--- src/hdl/mem_pkg.sv ---
`default_nettype none

package mem_pkg;

    //////////////////////////////
    // Access size
    //////////////////////////////

    // RISC-V funct3 encoding of loads and stores
    // 011, 110 and 111 are left out on purpose and count as illegal
    typedef enum logic [2:0] {
        MEM_BYTE              = 3'b000,  // lb / sb
        MEM_HALFWORD          = 3'b001,  // lh / sh
        MEM_WORD              = 3'b010,  // lw / sw
        MEM_BYTE_UNSIGNED     = 3'b100,  // lbu only
        MEM_HALFWORD_UNSIGNED = 3'b101   // lhu only
    } mem_size_e;

    //////////////////////////////
    // Datapath widths
    //////////////////////////////

    localparam int DATA_W = 32;          // Load and store data
    localparam int ADDR_W = 32;          // Byte address as it leaves the ALU

    //////////////////////////////
    // Memory geometry
    //////////////////////////////

    // One RAM lane per byte of a word
    localparam int LANES = 4;

    // Byte position within a word
    localparam int OFFSET_W = 2;

    localparam int WORD_ADDR_W = 8;      // 256 words per lane

    // Total size, anything at or above this is rejected
    localparam int unsigned MEM_BYTES = LANES << WORD_ADDR_W;

endpackage

`default_nettype wire

--- src/hdl/store_align.sv ---
`default_nettype none

module store_align (
    input  wire mem_pkg::mem_size_e    size,
    input  wire                        write,
    input  wire [mem_pkg::ADDR_W-1:0]  addr,
    input  wire [mem_pkg::DATA_W-1:0]  wdata,
    output logic [mem_pkg::LANES-1:0]  lane_we,
    output logic [mem_pkg::DATA_W-1:0] lane_wdata,
    output logic                       err
);

    logic [mem_pkg::OFFSET_W-1:0] offset;
    logic [mem_pkg::LANES-1:0]    lane_sel;   // Lanes touched if the access is good
    logic                         misaligned;
    logic                         bad_size;
    logic                         out_of_range;

    assign offset = addr[mem_pkg::OFFSET_W-1:0];

    //////////////////////////////
    // Lane select and replication
    //////////////////////////////

    always_comb begin
        misaligned = 1'b0;
        bad_size   = 1'b0;
        lane_sel   = '0;
        lane_wdata = wdata;
        case (size)
            mem_pkg::MEM_BYTE, mem_pkg::MEM_BYTE_UNSIGNED: begin
                lane_sel   = 4'b0001 << offset;
                lane_wdata = {mem_pkg::LANES{wdata[7:0]}};          // Byte on every lane
                bad_size   = write && (size == mem_pkg::MEM_BYTE_UNSIGNED);
            end
            mem_pkg::MEM_HALFWORD, mem_pkg::MEM_HALFWORD_UNSIGNED: begin
                misaligned = offset[0];
                lane_sel   = offset[1] ? 4'b1100 : 4'b0011;
                lane_wdata = {(mem_pkg::LANES / 2){wdata[15:0]}};   // Low half, twice
                bad_size   = write && (size == mem_pkg::MEM_HALFWORD_UNSIGNED);
            end
            mem_pkg::MEM_WORD: begin
                misaligned = |offset;
                lane_sel   = '1;
            end
            default: begin
                bad_size = 1'b1;                                    // 011, 110, 111
            end
        endcase
    end

    //////////////////////////////
    // Error and write enables
    //////////////////////////////

    // Only the low 1 KiB is backed by RAM
    assign out_of_range = (addr >= mem_pkg::MEM_BYTES);

    assign err = misaligned || bad_size || out_of_range;

    // A rejected store must not disturb any lane
    assign lane_we = (write && !err) ? lane_sel : '0;

endmodule

`default_nettype wire

--- config.mk ---
export PLATFORM = sky130hd
export DESIGN_NAME = store_align
export DESIGN_NICKNAME = d
export VERILOG_FILES = /design/src/hdl/mem_pkg.sv /design/src/hdl/store_align.sv
export SDC_FILE = /design/constraint.sdc
export NUM_CORES = 1
export LEC_CHECK = 0
export ABC_AREA = 1
export BUFFER_PORTS_ARGS = -buffer_cell sky130_fd_sc_hd__buf_2
export CAP_MARGIN = 20
export CELL_PAD_IN_SITES_DETAIL_PLACEMENT = 1
export CELL_PAD_IN_SITES_GLOBAL_PLACEMENT = 1
export CORE_ASPECT_RATIO = 0.7
export CORE_UTILIZATION = 15
export DETAILED_ROUTE_END_ITERATION = 6
export GPL_TIMING_DRIVEN = 1
export PLACE_DENSITY_LB_ADDON = 0.12
export REMOVE_ABC_BUFFERS = 1
export SLEW_MARGIN = 20
export SYNTH_ARGS = -nofsm -noshare
export SYNTH_HDL_FRONTEND = slang
export SYNTH_SLANG_ARGS = --single-unit
--- constraint.sdc ---
create_clock -name vclk -period 1.9
set_clock_uncertainty 0.1 [all_clocks]
set_input_delay 0.285 -clock vclk [all_inputs]
set_output_delay 0.285 -clock vclk [all_outputs]
set_load 0.01 [all_outputs]
==> out/metrics.cfg <==
[run_status]
result_of_the_run = complete, no violations

[routing]
routed_wirelength_um = 2960
routed_wire_length_per_instance_um = 11.1
antenna_violating_nets_post_route = 0
drcViolationCount = 0
viasPerCell = 4.19
first_pass_iteration_count_of_the_detailed_router = 4
drt-initial-drc-count = 30
routed-via-count = 1114

[sta]
post-route-worst-setup-slack_ps = 162
finalSetupViolCount = 0
final.hold.worst_slack_ps = 692
period_minus_slack_ps = 1740
worstMarginPinSlew_ps = 248
fmax_mhz = 575
rsz_0062_raised_after_global_routing = no
finalCritPeriodShare_pct = 91.5
drv_slew = 0
hold_viol = 0
post_route_setup_tns_ps = 0
timing.max_slew.rel_slack_pct = 83.3

[critical_path]
timing_worst_setup_path_type = input port to output port
arrival_time_reported_for_the_critical_path_endpoint_ps = 1350
worstPathRequired_ps = 1510
critPathLaunchType = input port
cp_capture_type = output port
crit_fanout = 4

[global_route]
globalRouteOverflowTotal = 0
grt_start_max_net_pins = 19
grt_first_pass_wirelength_um = 4480
track_usage_pct = 13.9
global_route.usage.met1_pct = 17.5
grt_use_met2_pct = 27.6
grt_use_met3_pct = 0.749
top_usage_layer = met2
grt_pass1_vias = 1028
number_of_antenna_violations_at_the_first_check_in_global_routing = 0

[yosys]
post_synth_and_or_nand_nor_area_fraction_pct = 60.2
synth.top_cells.by_area = sky130_fd_sc_hd__nand2_1, sky130_fd_sc_hd__nor2_1, sky130_fd_sc_hd__buf_4
synth.top_cell.area_share_pct = 37.4
synthXorXnorAreaFrac_pct = 0
avgSynthCellArea_um2 = 4.50
leading_cell_types_by_count_after_synthesis = sky130_fd_sc_hd__nand2_1, sky130_fd_sc_hd__nor2_1, sky130_fd_sc_hd__o21ai_0, sky130_fd_sc_hd__buf_4, sky130_fd_sc_hd__inv_1
yosysWarnings = 0
post-synth-top-count-cell = sky130_fd_sc_hd__nand2_1
cell_variety_after_synth = 16
synth-adder-area-share_pct = 0
synth.largest_area_cell = sky130_fd_sc_hd__nand2_1
synthesis.area_um2 = 572
synth_seq_area_share_pct = 0
synth_compound_area_share_pct = 19.3
netlist_instances = 127
mux_contribution_to_synthesized_area_pct = 0
largest_family_of_logic_cells_by_synthesized_area = simple AND/OR/NAND/NOR gates

[clocking]
cts_post_setup_buffers_inserted = 0

[cells_and_area]
clock_buffer_count = 0
n_antenna_cell = 0
final_layout_size_suffix_gt1_share_pct = 48.1
area.sequential_um2 = 0
finalNetCount = 286
area_growth_syn_to_layout_pct = 86.9
numSequentialCells = 0
final_core_util_pct = 29.8

[die]
floorplan.initialDensity_pct = 16.0
die_w_um = 75.8
die_height_um = 53.7
floorplan.die_area_mm2 = 0.00407
core.rowCount = 18
core_region_area_mm2 = 0.00358
num_io_pins = 105

[hold_path]
hp-class = input port to output port
timing.hold.worst.start = wdata[5]
hold_depth = 2
hold-path-endpoint = lane_wdata[5]

[place]
pre_cts_ws_ps = 103
dp.final_hpwl_um = 2620
port_buffers = 97
place.gp.congestion = 0.688

[power_and_ir_drop]
max-vdd-ir-drop_mv = 0.0710
p_leak_nw = 0.678
cellPowerDensity_mw_per_mm2 = 224

[flow_run]
max-cap-violations = 0

==> where the power goes <==
group | total [W] | internal [W] | switching [W]
clock | 0 | 0 | 0
sequential | 0 | 0 | 0
combinational | 0.000240 | 0.000112 | 0.000128
total | 0.000240 | 0.000112 | 0.000128
==> area by class of cell <==
type | instances | area, um^2
inverters | 9 | 33.8
repair buffers | 101 | 515
fillers | 533 | 2510
well taps | 50 | 62.6
multi-input cells | 106 | 457
==> layer usage <==
| layer | part of all wire [%] | routed length [um] |
|---|---|---|
| met1 | 45 | 1340 |
| met2 | 49 | 1460 |
| met3 | 5.5 | 163 |
| met4 | 0 | 0 |
| met5 | 0 | 0 |
==> logic make-up (layout without fill, tap and decap cells) <==
family	count (synthesis)	after routing
compound gates	19	19
buf+inv	21	110
simple gates	87	87
==> what timing repair did <==
item | in CTS | in global routing
setup endpoints to repair | 0 | 3
gates resized for setup | 0 | 1
hold buffers | 0 | 0
hold endpoints to repair | 0 | 0
==> worst max path at each step <==
stage,from,endpoint
CTS,size[1],lane_we[3]
floorplan,size[0],lane_we[0]
global route,size[0],lane_we[3]
finish,addr[30],lane_we[3]
global placement,addr[30],lane_we[0]
detailed placement,size[1],lane_we[3]
==> critical path: stages <==
cell and delay (ps):
sky130_fd_sc_hd__buf_2 90, sky130_fd_sc_hd__or2_2 280, sky130_fd_sc_hd__nor2_1 100, sky130_fd_sc_hd__nand2_1 60
sky130_fd_sc_hd__nor2_1 120, sky130_fd_sc_hd__nand3_1 150, sky130_fd_sc_hd__nor2_1 130, sky130_fd_sc_hd__buf_2 140
==> metrics by stage <==
stage / cell area (um^2) / std cells / power (W)
6_report: 1070 / 266 / 0.000240
5_1_grt: 1070 / 266 / 0.000271
4_1_cts: 1070 / 266 / 0.000244
3_5_place_dp: 1070 / 266 / 0.000243
3_3_place_gp: 1070 / 266 / 0.000235
2_1_floorplan: 488 / 115 / 0.0000913
==> cell usage in the layout, fill, tap and decap left out <==
cell type                  Yosys  final
sky130_fd_sc_hd__inv_1         8      8
sky130_fd_sc_hd__nand2_2       0      1
sky130_fd_sc_hd__nand3_1       7      7
sky130_fd_sc_hd__o21ai_1       1      1
sky130_fd_sc_hd__a31oi_1       4      4
sky130_fd_sc_hd__nand3b_1      1      1
sky130_fd_sc_hd__buf_2         1     97
sky130_fd_sc_hd__o21ai_0      10     10
sky130_fd_sc_hd__nand4_1       1      1
sky130_fd_sc_hd__nand2_1      57     56
sky130_fd_sc_hd__o211ai_1      4      4
sky130_fd_sc_hd__inv_2         1      1
sky130_fd_sc_hd__nor2_1       20     20
sky130_fd_sc_hd__or2_2         1      1
sky130_fd_sc_hd__buf_4         8      4
(Power assumes the default switching activity.)
