--- src/hdl/mem_pkg.sv ---
`default_nettype none

package mem_pkg;

    //////////////////////////////
    // Access size
    //////////////////////////////

    // RISC-V funct3 encoding of loads and stores
    // 011, 110 and 111 are left out on purpose and count as illegal
    typedef enum logic [2:0] {
        MEM_BYTE              = 3'b000,  // lb / sb
        MEM_HALFWORD          = 3'b001,  // lh / sh
        MEM_WORD              = 3'b010,  // lw / sw
        MEM_BYTE_UNSIGNED     = 3'b100,  // lbu only
        MEM_HALFWORD_UNSIGNED = 3'b101   // lhu only
    } mem_size_e;

    //////////////////////////////
    // Datapath widths
    //////////////////////////////

    localparam int DATA_W = 32;          // Load and store data
    localparam int ADDR_W = 32;          // Byte address as it leaves the ALU

    //////////////////////////////
    // Memory geometry
    //////////////////////////////

    // One RAM lane per byte of a word
    localparam int LANES = 4;

    // Byte position within a word
    localparam int OFFSET_W = 2;

    localparam int WORD_ADDR_W = 8;      // 256 words per lane

    // Total size, anything at or above this is rejected
    localparam int unsigned MEM_BYTES = LANES << WORD_ADDR_W;

endpackage

`default_nettype wire

--- src/hdl/load_extend.sv ---
`default_nettype none

module load_extend (
    input  wire mem_pkg::mem_size_e      size,
    input  wire [mem_pkg::OFFSET_W-1:0]  offset,
    input  wire [mem_pkg::DATA_W-1:0]    lane_rdata,
    output logic [mem_pkg::DATA_W-1:0]   rdata
);

    logic [7:0]  sel_byte;
    logic [15:0] sel_half;

    //////////////////////////////
    // Lane selection
    //////////////////////////////

    // Byte at any offset
    assign sel_byte = lane_rdata[8*offset +: 8];

    // Halfword from the upper or lower pair, offset[0] is already known to be zero
    assign sel_half = offset[1] ? lane_rdata[31:16] : lane_rdata[15:0];

    //////////////////////////////
    // Extension
    //////////////////////////////

    always_comb begin
        case (size)
            mem_pkg::MEM_BYTE: begin
                rdata = {{(mem_pkg::DATA_W - 8){sel_byte[7]}}, sel_byte};
            end
            mem_pkg::MEM_BYTE_UNSIGNED: begin
                rdata = {{(mem_pkg::DATA_W - 8){1'b0}}, sel_byte};
            end
            mem_pkg::MEM_HALFWORD: begin
                rdata = {{(mem_pkg::DATA_W - 16){sel_half[15]}}, sel_half};
            end
            mem_pkg::MEM_HALFWORD_UNSIGNED: begin
                rdata = {{(mem_pkg::DATA_W - 16){1'b0}}, sel_half};
            end
            mem_pkg::MEM_WORD: begin
                rdata = lane_rdata;                 // All four lanes as stored
            end
            default: begin
                rdata = '0;                         // Undefined size
            end
        endcase
    end

endmodule

`default_nettype wire

--- config.mk ---
export PLATFORM = sky130hd
export DESIGN_NAME = load_extend
export DESIGN_NICKNAME = d
export VERILOG_FILES = /design/src/hdl/mem_pkg.sv /design/src/hdl/load_extend.sv
export SDC_FILE = /design/constraint.sdc
export NUM_CORES = 1
export LEC_CHECK = 0
export ABC_CLOCK_PERIOD_IN_PS = 2000
export BUFFER_PORTS_ARGS = -buffer_cell sky130_fd_sc_hd__buf_2
export CAP_MARGIN = 20
export CORE_MARGIN = 2
export CORE_UTILIZATION = 31
export DETAILED_ROUTE_END_ITERATION = 8
export PLACE_DENSITY = 0.67
export SYNTH_ARGS = -nofsm -noshare
export SYNTH_HDL_FRONTEND = slang
export SYNTH_SLANG_ARGS = --single-unit
--- constraint.sdc ---
create_clock -name vclk -period 2
set_input_delay 0 -clock vclk [all_inputs]
set_output_delay 0 -clock vclk [all_outputs]
set_load 0.05 [all_outputs]
==> run metrics, run 1 <==
status completed; first-pass GRT wire length 4660 um; routing usage on met1 26.7%; # setup viols final 0; Final min period 1540 ps; Most Crowded Layer GR met2; vias 1140; Layout Utilization 46.6%; Worst Tran Pin Value 612 ps; crit path to rdata[12]; Post-Syn Area 812 sq um; Yosys top cell by area o211ai_1; final hold violation count 0; Final HPWL DP 2420 um; register area share after synthesis 0%; M2 GR Usage 37.3%; Post-Syn Area per Cell 7.45 sq um; Rows 18; postcts setup bufs 0; fmax 0.649 GHz; Syn-to-layout area delta 42.1%; DRT Wirelength 2950 um; port bufs 69; Power Dens Cells 403 mW/mm^2; worst-case setup slack after placement 478 ps; Cell variety after synth 30; top cells by area, synth o211ai_1, nand3_1, mux2_2, o221ai_1, mux2i_1; Final Max Slew Viols 0; worst setup path start size[1]; All-Layer GR Usage 20.1%; Routability Congestion 0.958; Worst Setup Start Kind input pin; Crit Path Category input pin to output port; register area 0 sq um; Static Leak 0.572 nW; share of the synthesized area in the top cell type 14.8%; Via density 5.70; seq_cells 0; Final period util 77.0%; Syn Nets 146; WL/cell 14.7 um; antenna violation net count after detailed routing 0; CP Data Arrival Time 1540 ps; Remaining Overflow, GRT 0; Max VDD drop 0.216 mV; DRC 0; share of cells above drive strength 1 51.2%; drt first pass iters 4; largest fanout on the critical path 25; Die ar. 0.00304 sq mm; ant diodes 0; Cells after Synth 109; most frequent cell after synthesis nand3_1; critical path endpoint category output port; CLK BUF 0; RSZ-0062 raised after global routing false; Final WS setup 460 ps; core area 0.00248 sq mm; max_slew headroom 59.2%; largest net degree at the start of global routing 26; Yosys warnings 0; num ports 69; cts repair resizes 0; antenna violations before repair 0; die width 55.2 um; worst min path class input pin to output port; Post-synth top cells nand3_1, o211ai_1, o221ai_1; starting density of the core 32.8%; vias in the first global route 1049; cts hold-fix bufs 0; GR Util met3 0.806%; die height 55.2 um; Max Cap Viol 0; NumNets Final 209; Worst EP required 2000 ps; Initial DRC Count 22; final setup TNS 0 ps
-- kinds of logic after synthesis --
kind of cell | after synthesis | synth area share (%)
mux | 14 | 21.3
compound gates | 40 | 41.6
buf+inv | 15 | 10.6
simple gates | 40 | 26.5
-- stage by stage --
stage                     std cells  area, sq um  power (mW)  hold slack [ps]
final                           200         1150       0.465              446
after global routing            200         1150       0.493              474
after CTS                       200         1150       0.466              451
after detailed placement        200         1150       0.465              450
after global placement          200         1150       0.461              446
after floorplan                 109          812       0.347              389
-- worst min-delay path by stage --
stage | start | end | slack (ps) | cells past startpoint
after CTS | lane_rdata[8] | rdata[8] | 450 | 4
after detailed placement | lane_rdata[8] | rdata[8] | 450 | 4
after global routing | lane_rdata[7] | rdata[7] | 470 | 4
after global placement | lane_rdata[9] | rdata[9] | 450 | 4
after floorplan | lane_rdata[11] | rdata[11] | 390 | 2
final | lane_rdata[8] | rdata[8] | 450 | 4
-- critical path, cell delays in order --
cell and delay [ps]:
buf_2 230, and2b_1 300, a22oi_4 560, o221ai_1 200
buf_2 250
-- power by group --
part / internal, mW / total [mW] / leakage (nW) / switching [mW]
sequential: 0 / 0 / 0 / 0
combinational: 0.136 / 0.465 / 0.572 / 0.329
clock: 0 / 0 / 0 / 0
-- cells in the final DEF, fill, tap and decap left out, types with 4 or more instances in the layout --
master,Yosys,layout
mux2_2,6,6
nand2_1,6,6
nor3_1,4,4
a221o_1,5,5
buf_4,5,5
mux2i_1,6,6
nand3_1,17,17
o211ai_1,16,16
o221ai_1,7,7
a22o_1,5,5
buf_2,3,69
-- per-layer routing --
metal  vias up  part of all wire, %
met2        49                   49
li1        569                    -
met5         -                    0
met4         0                 0.51
met3         2                  6.5
met1       520                   44
-- final cells by class --
type	instances	area, sq um
fill	287	1320
inverter	2	7.51
multi-input combinational	94	726
tap	30	37.5
timing repair buffer	74	383
No activity file was read; power rests on OpenSTA's default activity.
==> run 2, diff against run 1 <==
--- a/config.mk
+++ b/config.mk
@@ -5,13 +5,14 @@
 export SDC_FILE = /design/constraint.sdc
 export NUM_CORES = 1
 export LEC_CHECK = 0
-export ABC_CLOCK_PERIOD_IN_PS = 2000
+export ABC_AREA = 1
+export ABC_CLOCK_PERIOD_IN_PS = 1350
 export BUFFER_PORTS_ARGS = -buffer_cell sky130_fd_sc_hd__buf_2
 export CAP_MARGIN = 20
 export CORE_MARGIN = 2
 export CORE_UTILIZATION = 31
 export DETAILED_ROUTE_END_ITERATION = 8
-export PLACE_DENSITY = 0.67
+export PLACE_DENSITY = 0.68
 export SYNTH_ARGS = -nofsm -noshare
 export SYNTH_HDL_FRONTEND = slang
 export SYNTH_SLANG_ARGS = --single-unit
==> constraint.sdc (replaced) <==
create_clock -name vclk -period 1.35
set_input_delay 0 -clock vclk [all_inputs]
set_output_delay 0 -clock vclk [all_outputs]
set_load 0.05 [all_outputs]
==> run 2 against run 1 <==
  * Non-clock buffer count grew 2
  * Critical endpoint is now rdata[11]
  * Die area grew 9.7%
  * Worst hold slack lost 12 ps
  * Global-route usage shrank 3.8 points
  * Largest cell class unchanged
==> run metrics, run 2 <==
# setup viols final 0 (unchanged); seq_cells 0 (unchanged); share of the synthesized area in the top cell type 32.2% (+17 points); largest fanout on the critical path 14 (-44%); Switching Power 0.473 mW (+44%); max_slew headroom 80.4% (+21 points); Via density 4.32 (-24%); final hold violation count 0 (unchanged); crit path to rdata[11]; delay of the slowest critical-path stage 280 ps (-280 ps); Post-Syn Area 897 sq um (+10%); critical path endpoint category output port; register area 0 sq um (unchanged); Final WS setup 228 ps (-232 ps); Syn-to-layout area delta 40.2%; cts hold-fix bufs 0 (unchanged); register area share after synthesis 0% (unchanged); combinational power share 100.0% (about the same); first-pass GRT wire length 4600 um (-1.2%); Rows 19 (+1); startpoint of the worst hold path lane_rdata[1]; Max Cap Viol 0 (unchanged); Routability Congestion 0.793 (-17%); Initial DRC Count 38 (+73%); All-Layer GR Usage 16.3% (-3.8 points); Worst Setup Start Kind input pin; antenna violations before repair 0 (unchanged); Remaining Overflow, GRT 0 (unchanged); Final HPWL DP 2250 um (-6.9%); worst-case setup slack after placement 230 ps (-248 ps); WL/cell 9.09 um (-38%); drt first pass iters 4 (unchanged); Die ar. 0.00334 sq mm (+9.7%); most frequent cells in the layout nand2_1, buf_2, inv_1, nor2_1, o21ai_0; Sw Share 73.7% (+3.0 points); largest net degree at the start of global routing 25 (-3.8%); most frequent cell after synthesis nand2_1; Power Dens Cells 511 mW/mm^2 (+27%); Layout Utilization 45.6% (-0.97 points); antenna violation net count after detailed routing 0 (unchanged); commonest non-fill, non-tap cell in the layout nand2_1; CP Cell Sequence buf_2 -> buf_4 -> o21ai_0 -> nand2_1 -> o21ai_0 -> inv_1 -> nand2_1 -> buf_2; Syn Nets 235 (+61%); Static Leak 0.960 nW (+68%); Post-synth top cells nand2_1, inv_1, nor2_1; final setup TNS 0 ps (unchanged); Final Max Slew Viols 0 (unchanged); Seq pwr share 0% (unchanged); cts repair resizes 0 (unchanged); num ports 69 (unchanged); Cells after Synth 198 (+82%); Cell variety after synth 16 (-47%); Final period util 83.1%; fmax 0.891 GHz; CP Data Arrival Time 1120 ps (-420 ps); Final min period 1120 ps; status completed; starting density of the core 32.5% (-0.25 points); core area 0.00276 sq mm (+11%); top cells by area, synth nand2_1, inv_1, nor2_1, o21ai_0, o211ai_1; Worst EP required 1350 ps (-650 ps); DRT Wirelength 2690 um (-8.7%); ant diodes 0 (unchanged); vias 1279 (+12%); power share of the clock group 0% (unchanged); Post-Syn Area per Cell 4.53 sq um (-39%); Yosys top cell by area nand2_1; vias in the first global route 1091 (+4.0%); worst setup path start offset[1]; die height 57.8 um (+4.7%); CP max stage cell o21ai_0; Yosys warnings 0 (unchanged); RSZ-0062 raised after global routing false; NumNets Final 304 (+45%); worst min path class input pin to output port; Crit Path Category input pin to output port; port bufs 69 (unchanged); postcts setup bufs 0 (unchanged); Worst Tran Pin Value 291 ps (-321 ps); Worst Hold Path Cells 4 (unchanged); Max VDD drop 0.242 mV (+13%); CLK BUF 0 (unchanged); DRC 0 (unchanged); die width 57.8 um (+4.7%); Cell Int Power 0.169 mW (+24%); share of cells above drive strength 1 32.5% (-19 points)
-- run 2: changes by cell type after synthesis, moves of 5 or more --
cell	previous run	this run
inv_1	1	37
nand2_1	6	77
nor2_1	2	37
a22o_1	5	0
nand3_1	17	7
o211ai_1	16	6
o221ai_1	7	0
mux2_2	6	0
mux2i_1	6	0
o21ai_0	2	13
a221o_1	5	0
-- run 2: critical path, delay by kind of cell --
family / cells / cell delay (ps)
AO/OA/AOI/OAI: 2 / 360
buffers and inverters: 4 / 620
AND/OR/NAND/NOR: 2 / 130
-- run 2: layer usage --
layer | vias up | wire, um | global-route usage [%]
met4 | 0 | 0 | 0
met1 | 514 | 1320 | 24.5
met5 | - | 0 | 0
met2 | 44 | 1190 | 27.8
met3 | 0 | 185 | 0.223
li1 | 721 | - | -
-- run 2: cell families after synthesis --
kind of cell,after synthesis,synth area share [%]
AND/OR/NAND/NOR,129,61.8
AO/OA/AOI/OAI,21,13.4
buffers and inverters,48,24.8
-- run 2: cell type report --
type	instances	area [sq um]
Tap cell	31	38.8
Inverter	39	146
Timing Repair Buffer	76	398
Multi-Input combinational cell	150	674
Fill cell	357	1500
-- run 2: worst min-delay path by stage --
stage | endpoint
global route | rdata[2]
finish | rdata[1]
CTS | rdata[4]
detailed placement | rdata[4]
floorplan | rdata[6]
global placement | rdata[4]
-- run 2: per-stage QoR --
stage / hold slack [ps] / cell area, sq um / total power [mW] / std cells
finish: 433 / 1260 / 0.643 / 296
detailed placement: 436 / 1260 / 0.646 / 296
CTS: 437 / 1260 / 0.647 / 296
floorplan: 292 / 897 / 0.479 / 198
global placement: 429 / 1260 / 0.645 / 296
global route: 469 / 1260 / 0.697 / 296
-- run 2: power groups by stage --
stage / Clock (mW) / Sequential [mW] / Combinational (mW)
2_1_floorplan: 0 / 0 / 0.479
3_3_place_gp: 0 / 0 / 0.645
3_5_place_dp: 0 / 0 / 0.646
4_1_cts: 0 / 0 / 0.647
5_1_grt: 0 / 0 / 0.697
6_report: 0 / 0 / 0.643
==> run 3, diff against run 2 <==
--- a/config.mk
+++ b/config.mk
@@ -6,13 +6,13 @@
 export NUM_CORES = 1
 export LEC_CHECK = 0
 export ABC_AREA = 1
-export ABC_CLOCK_PERIOD_IN_PS = 1350
+export ABC_CLOCK_PERIOD_IN_PS = 1100
 export BUFFER_PORTS_ARGS = -buffer_cell sky130_fd_sc_hd__buf_2
 export CAP_MARGIN = 20
 export CORE_MARGIN = 2
 export CORE_UTILIZATION = 31
 export DETAILED_ROUTE_END_ITERATION = 8
-export PLACE_DENSITY = 0.68
+export PLACE_DENSITY = 0.65
 export SYNTH_ARGS = -nofsm -noshare
 export SYNTH_HDL_FRONTEND = slang
 export SYNTH_SLANG_ARGS = --single-unit
==> constraint.sdc (replaced) <==
create_clock -name vclk -period 1.1
set_input_delay 0 -clock vclk [all_inputs]
set_output_delay 0 -clock vclk [all_outputs]
set_load 0.05 [all_outputs]
==> run 3 against run 2 <==
  * Critical path depth grew 1
  * Worst setup slack got worse by 130 ps
  * Via count decreased by 0.39%
  * Sequential cell count did not move
  * First-iteration DRC count is 2.6% higher
  * Total power grew 37%
  * Design area rose by 12%
  * Combinational power rose by 37%
  * Worst hold slack worse by 8.9 ps
  * Global-route usage decreased by 0.65 points
  * Die area unchanged
  * Sequential share of layout area unchanged
  * Largest cell class unchanged
  * Highest routed layer unchanged
==> run metrics, run 3 (synthesis gave the netlist of run 2 again) <==
status completed; logic depth of the worst path, buffers included 9 (+1); NumNets Final 307 (+0.99%); WL/cell 9.26 um (+1.9%); starting density of the core 32.5% (unchanged); Fillers 308 (-14%); Final HPWL DP 2280 um (+1.1%); Power Dens Cells 625 mW/mm^2 (+22%); vias in the first global route 1057 (-3.1%); # setup viols final 0 (unchanged); Worst Hold Path Cells 4 (unchanged); fin area 0.00141 sq mm (+12%); CP max stage cell clkbuf_4; ant diodes 0 (unchanged); Static Leak 0.974 nW (+1.5%); DRC 0 (unchanged); register area 0 sq um (unchanged); Remaining Overflow, GRT 0 (unchanged); crit-path leading delay family simple AND/OR/NAND/NOR gates; area of the multi-input gates 693 sq um (+2.8%); DRT Wirelength 2770 um (+2.9%); RSZ-0062 raised after global routing true; CP Buf/Inv Count 3 (-1); max_slew headroom 83.0% (+2.6 points); worst min path class input pin to output port; vias 1274 (-0.39%); first-pass GRT wire length 4480 um (-2.7%); die height 57.8 um (unchanged); seq_cells 0 (unchanged); delay of the slowest critical-path stage 220 ps (-60 ps); CP Data Arrival Time 1000 ps (-120 ps); Syn-to-layout area delta 56.9%; die width 57.8 um (unchanged); All-Layer GR Usage 15.7% (-0.65 points); Final period util 91.2%; largest fanout on the critical path 24 (+10); Crit Path Category input pin to output port; cell mode on critical path nand2_1; CP Cell Sequence buf_2 -> inv_1 -> nor2_1 -> nor2_2 -> nand2_1 -> nand2_2 -> nand2_8 -> nand2_1 -> clkbuf_4; Final Max Slew Viols 0 (unchanged); final hold violation count 0 (unchanged); Worst EP required 1100 ps (-250 ps); Worst Setup Start Kind input pin; Initial DRC Count 39 (+2.6%); postcts setup bufs 0 (unchanged); drt first pass iters 4 (unchanged); Via density 4.26 (-1.4%); port bufs 69 (unchanged); num ports 69 (unchanged); antenna violation net count after detailed routing 0 (unchanged); Final min period 1000 ps; Post-DP Area 0.00129 sq mm (+2.8%); Max Cap Viol 0 (unchanged); Final Non-Filler Cells 299 (+1.0%); Max VDD drop 0.373 mV (+54%); most frequent cells in the layout nand2_1, buf_2, inv_1, nor2_1, buf_4; share of cells above drive strength 1 34.0% (+1.5 points); commonest non-fill, non-tap cell in the layout nand2_1; cts hold-fix bufs 0 (unchanged); critical path endpoint category output port; fmax 0.997 GHz; # placed instances 299 (+1.0%); antenna violations before repair 0 (unchanged); Rows 19 (unchanged); Worst Tran Pin Value 252 ps (-39.3 ps); Routability Congestion 0.789 (-0.50%); CLK BUF 0 (unchanged); Die ar. 0.00334 sq mm (unchanged); core area 0.00276 sq mm (unchanged); largest net degree at the start of global routing 25 (unchanged)
[run 3: changes by cell type in the layout (fill, tap and decap cells not counted), sizes merged]
cell,previous run,this run
clkbuf,0,4
inv,39,38
clkinvlp,0,1
buf,76,75
[run 3: tightest hold or removal path, stage by stage]
cell	delay (ps)
buf_2	90
nand2_1	50
nand3_1	70
clkbuf_4	220
[run 3: path summary, 6_finish.rpt]
| kind | start | slack [ps] | to |
|---|---|---|---|
| min | lane_rdata[2] | 420 | rdata[2] |
| max | offset[1] | 100 | rdata[15] |
[run 3: repair_timing]
action	in CTS	in global routing
endpoints found under the hold margin	0	0
endpoints found under the setup margin	0	30
gates resized for setup	0	67
[run 3: through the flow]
stage	setup TNS, ps	utilization, %	power (mW)	hold WS (ps)	setup WS, ps
after floorplan	0	-	0.588	292	69.3
after global placement	0	46.9	0.803	444	13.8
after detailed placement	0	46.9	0.805	433	4.40
after CTS	0	46.9	0.808	434	2.93
after global routing	-31.2	51.0	0.944	466	-9.36
final	0	51.0	0.879	424	97.2
[run 3: power by group]
part | internal (mW) | switching, mW | total, mW | leakage, nW
logic | 0.279 | 0.600 | 0.879 | 0.974
clock network | 0 | 0 | 0 | 0
registers | 0 | 0 | 0 | 0
total | 0.279 | 0.600 | 0.879 | 0.974
[run 3: area by class of cell]
type,instances,share of cell area (%)
timing repair buffer,79,37.2
tap,31,2.76
multi-input combinational,150,49.2
inverter,39,10.8
[run 3: metal layers]
| layer | global-route usage (%) | vias to the layer above | share of wire [%] | routed length [um] |
|---|---|---|---|---|
| met5 | 0 | - | 0 | 0 |
| met4 | 0 | 0 | 0 | 0 |
| met3 | 0.223 | 0 | 6.0 | 165 |
| met2 | 27.4 | 40 | 46 | 1270 |
| met1 | 22.9 | 512 | 48 | 1330 |
| li1 | - | 722 | - | - |
